--- src/hw/fifo_0r0w.sv ---
`timescale 1ns/1ps
`default_nettype none

// Circular buffer with combinational head
// Writes land at the clock edge; while empty the input beat is passed
// straight to the head so a push and pop in one cycle costs no latency
// Pushing while full or popping while empty is not allowed
module fifo_0r0w #(
    parameter type payload_t = logic [7:0],  // Beat type of one slot
    parameter int  DEPTH     = 4             // Slot count, capacity is DEPTH-1
) (
    input  logic     i_clk,
    input  logic     i_rst_n,

    // Write side
    input  logic     i_push,
    output logic     o_full,
    input  payload_t i_wdata,

    // Read side
    input  logic     i_pop,
    output logic     o_empty,
    output payload_t o_rdata
);

    // At least one index bit even for a single slot
    localparam int IDX_W = (DEPTH > 1) ? $clog2(DEPTH) : 1;

    payload_t         mem [DEPTH];   // Slot storage
    logic [IDX_W-1:0] push_idx;      // Next slot to write
    logic [IDX_W-1:0] pop_idx;       // Current head slot
    logic [IDX_W-1:0] push_idx_nxt;
    logic [IDX_W-1:0] pop_idx_nxt;
    logic             idx_equal;     // Nothing stored

    // Index advance, explicit wrap so DEPTH need not be a power of two
    always_comb begin
        if (push_idx == IDX_W'(DEPTH - 1)) begin
            push_idx_nxt = '0;
        end else begin
            push_idx_nxt = push_idx + IDX_W'(1);
        end

        if (pop_idx == IDX_W'(DEPTH - 1)) begin
            pop_idx_nxt = '0;
        end else begin
            pop_idx_nxt = pop_idx + IDX_W'(1);
        end
    end

    assign idx_equal = (push_idx == pop_idx);

    // One more push would make the indices meet; a pop frees a slot now
    assign o_full  = (push_idx_nxt == pop_idx) & ~i_pop;
    // Incoming beat counts as the head straight away
    assign o_empty = idx_equal & ~i_push;

    // Head mux, input bypass while nothing is stored
    // Also keeps the head steady when a pushed beat is not popped
    assign o_rdata = idx_equal ? i_wdata : mem[pop_idx];

    // Control state
    always_ff @(posedge i_clk or negedge i_rst_n) begin
        if (!i_rst_n) begin
            push_idx <= '0;
            pop_idx  <= '0;
        end else begin
            if (i_push) begin
                push_idx <= push_idx_nxt;
            end
            if (i_pop) begin
                pop_idx <= pop_idx_nxt;
            end
        end
    end

    // Payload storage, no reset needed
    always_ff @(posedge i_clk) begin
        if (i_push) begin
            mem[push_idx] <= i_wdata;  // Written even when forwarded, harmless
        end
    end

endmodule : fifo_0r0w

`default_nettype wire

--- config.mk ---
export PLATFORM = sky130hd
export DESIGN_NAME = fifo_0r0w
export DESIGN_NICKNAME = d
export VERILOG_FILES = /design/src/hw/fifo_0r0w.sv
export SDC_FILE = /design/constraint.sdc
export NUM_CORES = 1
export LEC_CHECK = 0
export ABC_AREA = 1
export ABC_CLOCK_PERIOD_IN_PS = 1750
export BUFFER_PORTS_ARGS = -buffer_cell sky130_fd_sc_hd__buf_4
export CORE_ASPECT_RATIO = 0.5
export CORE_UTILIZATION = 55
export CTS_BUF_LIST = sky130_fd_sc_hd__clkbuf_2
export DETAILED_ROUTE_END_ITERATION = 6
export PLACE_DENSITY = 0.76
export SKIP_LAST_GASP = 1
export SYNTH_ARGS = -nofsm -noshare
export SYNTH_HDL_FRONTEND = slang
export SYNTH_SLANG_ARGS = --single-unit
--- constraint.sdc ---
create_clock -name i_clk -period 1.75 [get_ports i_clk]
set_clock_uncertainty 0.15 [all_clocks]
set_input_delay 0.175 -clock i_clk [delete_from_list [all_inputs] [get_ports i_clk]]
set_output_delay 0.175 -clock i_clk [all_outputs]
set_load 0.01 [all_outputs]
### After elaboration in Yosys (flattened, before gate mapping)

Memory sizes are Yosys's and may differ from the RTL's.
Index checks and enable logic that the tools add are counted.

| storage, ports and cells | value |
|---|---|
| bits in registers | 4 |
| bits in writable memories | 32 |
| bits of input ports | 12 |
| output and inout bits | 10 |
| logic and storage cells | 18 |
| memories kept | 1 |

Memories:

| name | depth | bits a word | rd ports | clocked after memory_dff | write ports | RTL line | text |
|---|---|---|---|---|---|---|---|
| mem | 4 | 8 | 1 | 0 | 1 | 29 | `payload_t mem [DEPTH];` |

| cells by class | value |
|---|---|
| add/sub/neg operators | 2 |
| eq/ne operators | 4 |
| mux-type cells | 5 |
| bitwise operators | 4 |

Operators with widths:

| cell | count |
|---|---|
| $mux W8 | 1 |
| $add A2 B1 Y2 const B | 2 |
| $eq A2 B2 Y1 | 2 |
| $eq A2 B2 Y1 const B | 2 |
| $mux W2 | 2 |
| $and A1 B1 Y1 | 2 |
| $mux W1 | 2 |
| $not A1 Y1 | 2 |

### Longest topological paths before layout

| depth | value |
|---|---|
| depth after elaboration | 4 |
| gate-level depth with buffers | 8 |
| gate-level depth less buffers | 6 |

### Worst setup path after synthesis

No wires, ideal clock.

| path | value |
|---|---|
| path kind | reg-to-output |
| from | reg push_idx[0] |
| to | out o_full |
| data arrival time | 1.289 ns |
| data required time | 1.425 ns |
| path slack | 0.136 ns |
| stages on the path, launching flop included | 5 |
| path buffers | 0 |
| cell sequence | dfrtp_1 > inv_1 > ha_1 > xor2_1 > nor3_1 |

| between the ends | value |
|---|---|
| longest elaborated chain between the ends | 4 |
| elaborated cells between the ends (all ways) | 5 |
| those cells by class | 1 x add/sub; 2 x eq/ne; 1 x mux; 1 x bitwise |

Ends and longest elaborated chain:

| element | RTL line | text |
|---|---|---|
| start: declaration | 30 | `logic [IDX_W-1:0] push_idx;` |
| start signal: assignment | 69 | `push_idx <= push_idx_nxt;` |
| $add A2 B1 Y2 / $eq A2 B2 Y1 (equally long branches) | 41, 38 |  |
| $mux W2 (*) | 38 | `if (push_idx == IDX_W'(DEPTH - 1)) begin` |
| net push_idx_nxt[1] | 32 | `logic [IDX_W-1:0] push_idx_nxt;` |
| $eq A2 B2 Y1 (*) | 54 | `assign o_full = (push_idx_nxt == pop_idx) & ~i_pop;` |
| $and A1 B1 Y1 (*) | 54 |  |
| end: declaration | 17 | `output logic o_full,` |

The timed path passes the listed nets; every way through them passes the cells marked *.

### Worst setup path in the final report

| path | value |
|---|---|
| from | reg push_idx[1] |
| to | out o_full |

Same word-level chain as after synthesis.

==> key figures <==
Finish
  – Most common cell after layout, fill and taps aside: nand2_1
  – Fill cells: 213
  – Most frequent cells in the layout: nand2_1 (64), inv_1 (36), edfxtp_1 (32)
  – Final non-filler cell total: 275
  – Area growth, synth to finish: 26.7%
  – Share of layout cells above drive strength 1: 22.6%
  – Number of diodes: 0
  – Nets@finish: roughly 250

Setup path
  – CP max stage delay: ~0.51 ns
  – Reg2reg setup slack: around 0.090 ns
  – Reg-to-Reg End: mem[1][1]
  – WP buf/inv: 2
  – CP max-delay cell: dfrtp_2
  – Cell family with most CP delay: flip-flops
  – Worst Setup Start Kind: register
  – Worst r2r src: push_idx[1]
  – Crit-path cells: inv_2 -> ha_4 -> xor2_1 -> nor3_1 -> buf_4
  – WP depth: 5
  – Worst path arrival time: 1.63 ns
  – Worst R2R Path Depth: 7
  – Worst-path maximum fanout: 3
  – Critical path class: register to primary output
  – Crit path from: push_idx[1]
  – CP Capture Type: primary output
  – Worst setup path end: o_full
  – CP required: 1.42 ns

STA
  – Final hold violations: 0
  – Max-Slew Margin vs Limit: 73.2%
  – Final Cycle Share: 112%
  – Period minus WS final: 1.95 ns
  – Tightest Pin Transition: approximately 0.40 ns
  – Setup violators final: 10
  – Max Clk Rate: slightly above 500 MHz
  – Number of max-slew violations in the final report: 0
  – RSZ-0062 raised after global routing: yes
  – Slack of the critical path: -0.202 ns

GRT
  – Vias in the first global route: roughly 1.2k
  – Antenna violations before repair: 0
  – Largest net degree at the start of global routing: 18
  – GRT Resource Usage Total: 26.0%
  – First-pass GRT wire length: 6.04 mm
  – GR Overflow Total: 0

Floorplanning
  – Core area: 3030 µm²
  – Die height: 42.1 µm
  – Die width: 82.2 µm
  – Initial core utilization: between 50 and 60%
  – IO Pins: 22
  – Die area: approximately 3500 µm²
  – FP Rows: 14

Route
  – Drt drc: 0
  – DRT iter0 DRCs: 59
  – Vias after detailed routing: approximately 1.4k
  – Drt pass-1 iters: 4
  – Final WL: between 3 and 4 mm
  – Detailed-route wire length per cell: around 15 µm
  – Remaining antenna violation count after routing: 0
  – Drt via density: approximately 5

Place
  – Placed instance count: approximately 250
  – I/O Buffers: 21
  – Hpwl dp: around 2.4 mm
  – Gpl congestion: between 0.8 and 0.9
  – Place WS: around 0.054 ns

Power and ir drop
  – Power Dens Cells: 1660 nW/µm²
  – IR drop worst, VDD: roughly 1.1 mV
  – Leak: about 1.1 nW

CTS
  – Root Driver: clkbuf_2
  – Clock Sinks: 36
  – CTS H-tree depth: 2
  – Clk_lat worst skew: 0.38 ns
  – Max clock buf depth: 2
  – Num CTS Buffers: 5
  – TritonCTS clock tree: built
  – Clock transition at the registers of the reported paths: between 0.15 and 0.2 ns

Yosys
  – Mapped cell area: 1770 µm²
  – Register area share after synthesis: between 50% and 60%
  – Synth cell types: 17
  – Mean Syn Cell Area: approximately 9.5 µm²
  – Mapped Nets: roughly 200
  – Post-Syn Instances: around 190
  – Register bit total from synthesis: 36
  – Yosys warns: 0

Run status
  – Violated checks: setup timing
  – Status: finished, violations left

Hold path
  – Worst hold path class: input pin to register

Run
  – Max-cap viol count: 0
-- synthesized netlist by cell type, drive strengths merged --
| library cell | n | area share (%) |
|---|---|---|
| nand2 | 65 | 14 |
| inv | 40 | 8.5 |
| edfxtp | 32 | 54 |
| nand3 | 24 | 6.8 |
| ha | 5 | 3.5 |
| buf | 4 | 1.8 |
| dfrtp | 4 | 5.7 |
| o21ai | 4 | 1.1 |
| nor2 | 3 | 0.64 |
| xnor2 | 2 | 2.5 |
| clkbuf | 1 | 0.21 |
| nor3 | 1 | 0.28 |
| xor2 | 1 | 0.49 |
-- area by class of cell --
type                            instances  area (µm²)  share of cell area, %
Timing Repair Buffer                   46         387                   17.2
Sequential cell                        36        1070                   47.5
Clock buffer                            5        25.0                   1.12
Inverter                               40         155                   6.92
Tap cell                               40        50.0                   2.23
Clock inverter                          3        13.8                  0.613
Multi-Input combinational cell        105         547                   24.4
-- per-layer routing --
layer	part of all wire, %	vias up	global-route usage, %	wire, µm
li1	-	678	-	-
met1	42	623	33.3	1660
met2	50	55	43.0	2000
met3	7.7	2	7.17	307
met4	0.73	0	8.42	29
met5	0	-	0	0
-- registers in the layout, summed over array words and instances, names as in the netlist --
signal    cells
pop_idx       2
push_idx      2
mem          32
-- timing repair --
action,4_1_cts,5_1_grt
pin swaps,2,0
hold buffers,12,0
setup endpoints to repair,10,10
buffers inserted,5,1
resized for setup,13,0
endpoints found under the hold margin,40,0
-- report_power, final --
group / internal, mW / switching (mW) / leakage [nW] / total [mW]
logic: 0.961 / 1.16 / 0.739 / 2.12
clock network: 0.0896 / 0.277 / 0.0302 / 0.366
registers: 1.12 / 0.124 / 0.338 / 1.24
total: 2.17 / 1.56 / 1.11 / 3.73
-- worst reg2reg max path, stage by stage, from the launching register on --
cell and delay, ns:
dfrtp_2 0.51, inv_2 0.11, buf_4 0.11, buf_4 0.10
ha_1 0.13, nand2_1 0.04, inv_1 0.04, buf_4 0.18
-- kinds of logic (layout without fill, tap and decap cells) --
| kind of cell | count (synthesis) | in the layout | synth area share [%] |
|---|---|---|---|
| AO/OA/AOI/OAI | 4 | 4 | 1.13 |
| XOR/XNOR | 3 | 3 | 2.97 |
| adder cells (fa/ha/maj) | 5 | 5 | 3.53 |
| buffers and inverters | 45 | 94 | 10.5 |
| flip-flops | 36 | 36 | 59.9 |
| AND/OR/NAND/NOR | 93 | 93 | 21.9 |
-- worst min-delay path by stage --
stage	start	to	slack, ns	cells past startpoint
4_1_cts	i_pop	pop_idx[0]	0.35	3
2_1_floorplan	i_rst_n	pop_idx[0]	-0.27	0
3_3_place_gp	i_rst_n	pop_idx[1]	-0.17	1
6_report	i_wdata[0]	mem[1][0]	0.37	2
5_1_grt	i_wdata[5]	mem[1][5]	0.35	2
3_5_place_dp	i_rst_n	pop_idx[1]	-0.17	1
-- metrics by stage --
step                      power [mW]  util [%]  instance area [µm²]  hold WS [ns]  setup TNS, ns
after CTS                       3.68      73.8                 2240         0.346          -1.58
after global placement          3.05      65.8                 1990        -0.175              0
after global routing            3.98      74.0                 2240         0.349          -2.61
after floorplan                 2.33         -                 1770        -0.271              0
final                           3.73      74.0                 2240         0.373          -1.59
after detailed placement        3.09      65.8                 1990        -0.175              0
Power figures use the tool's default switching activity.
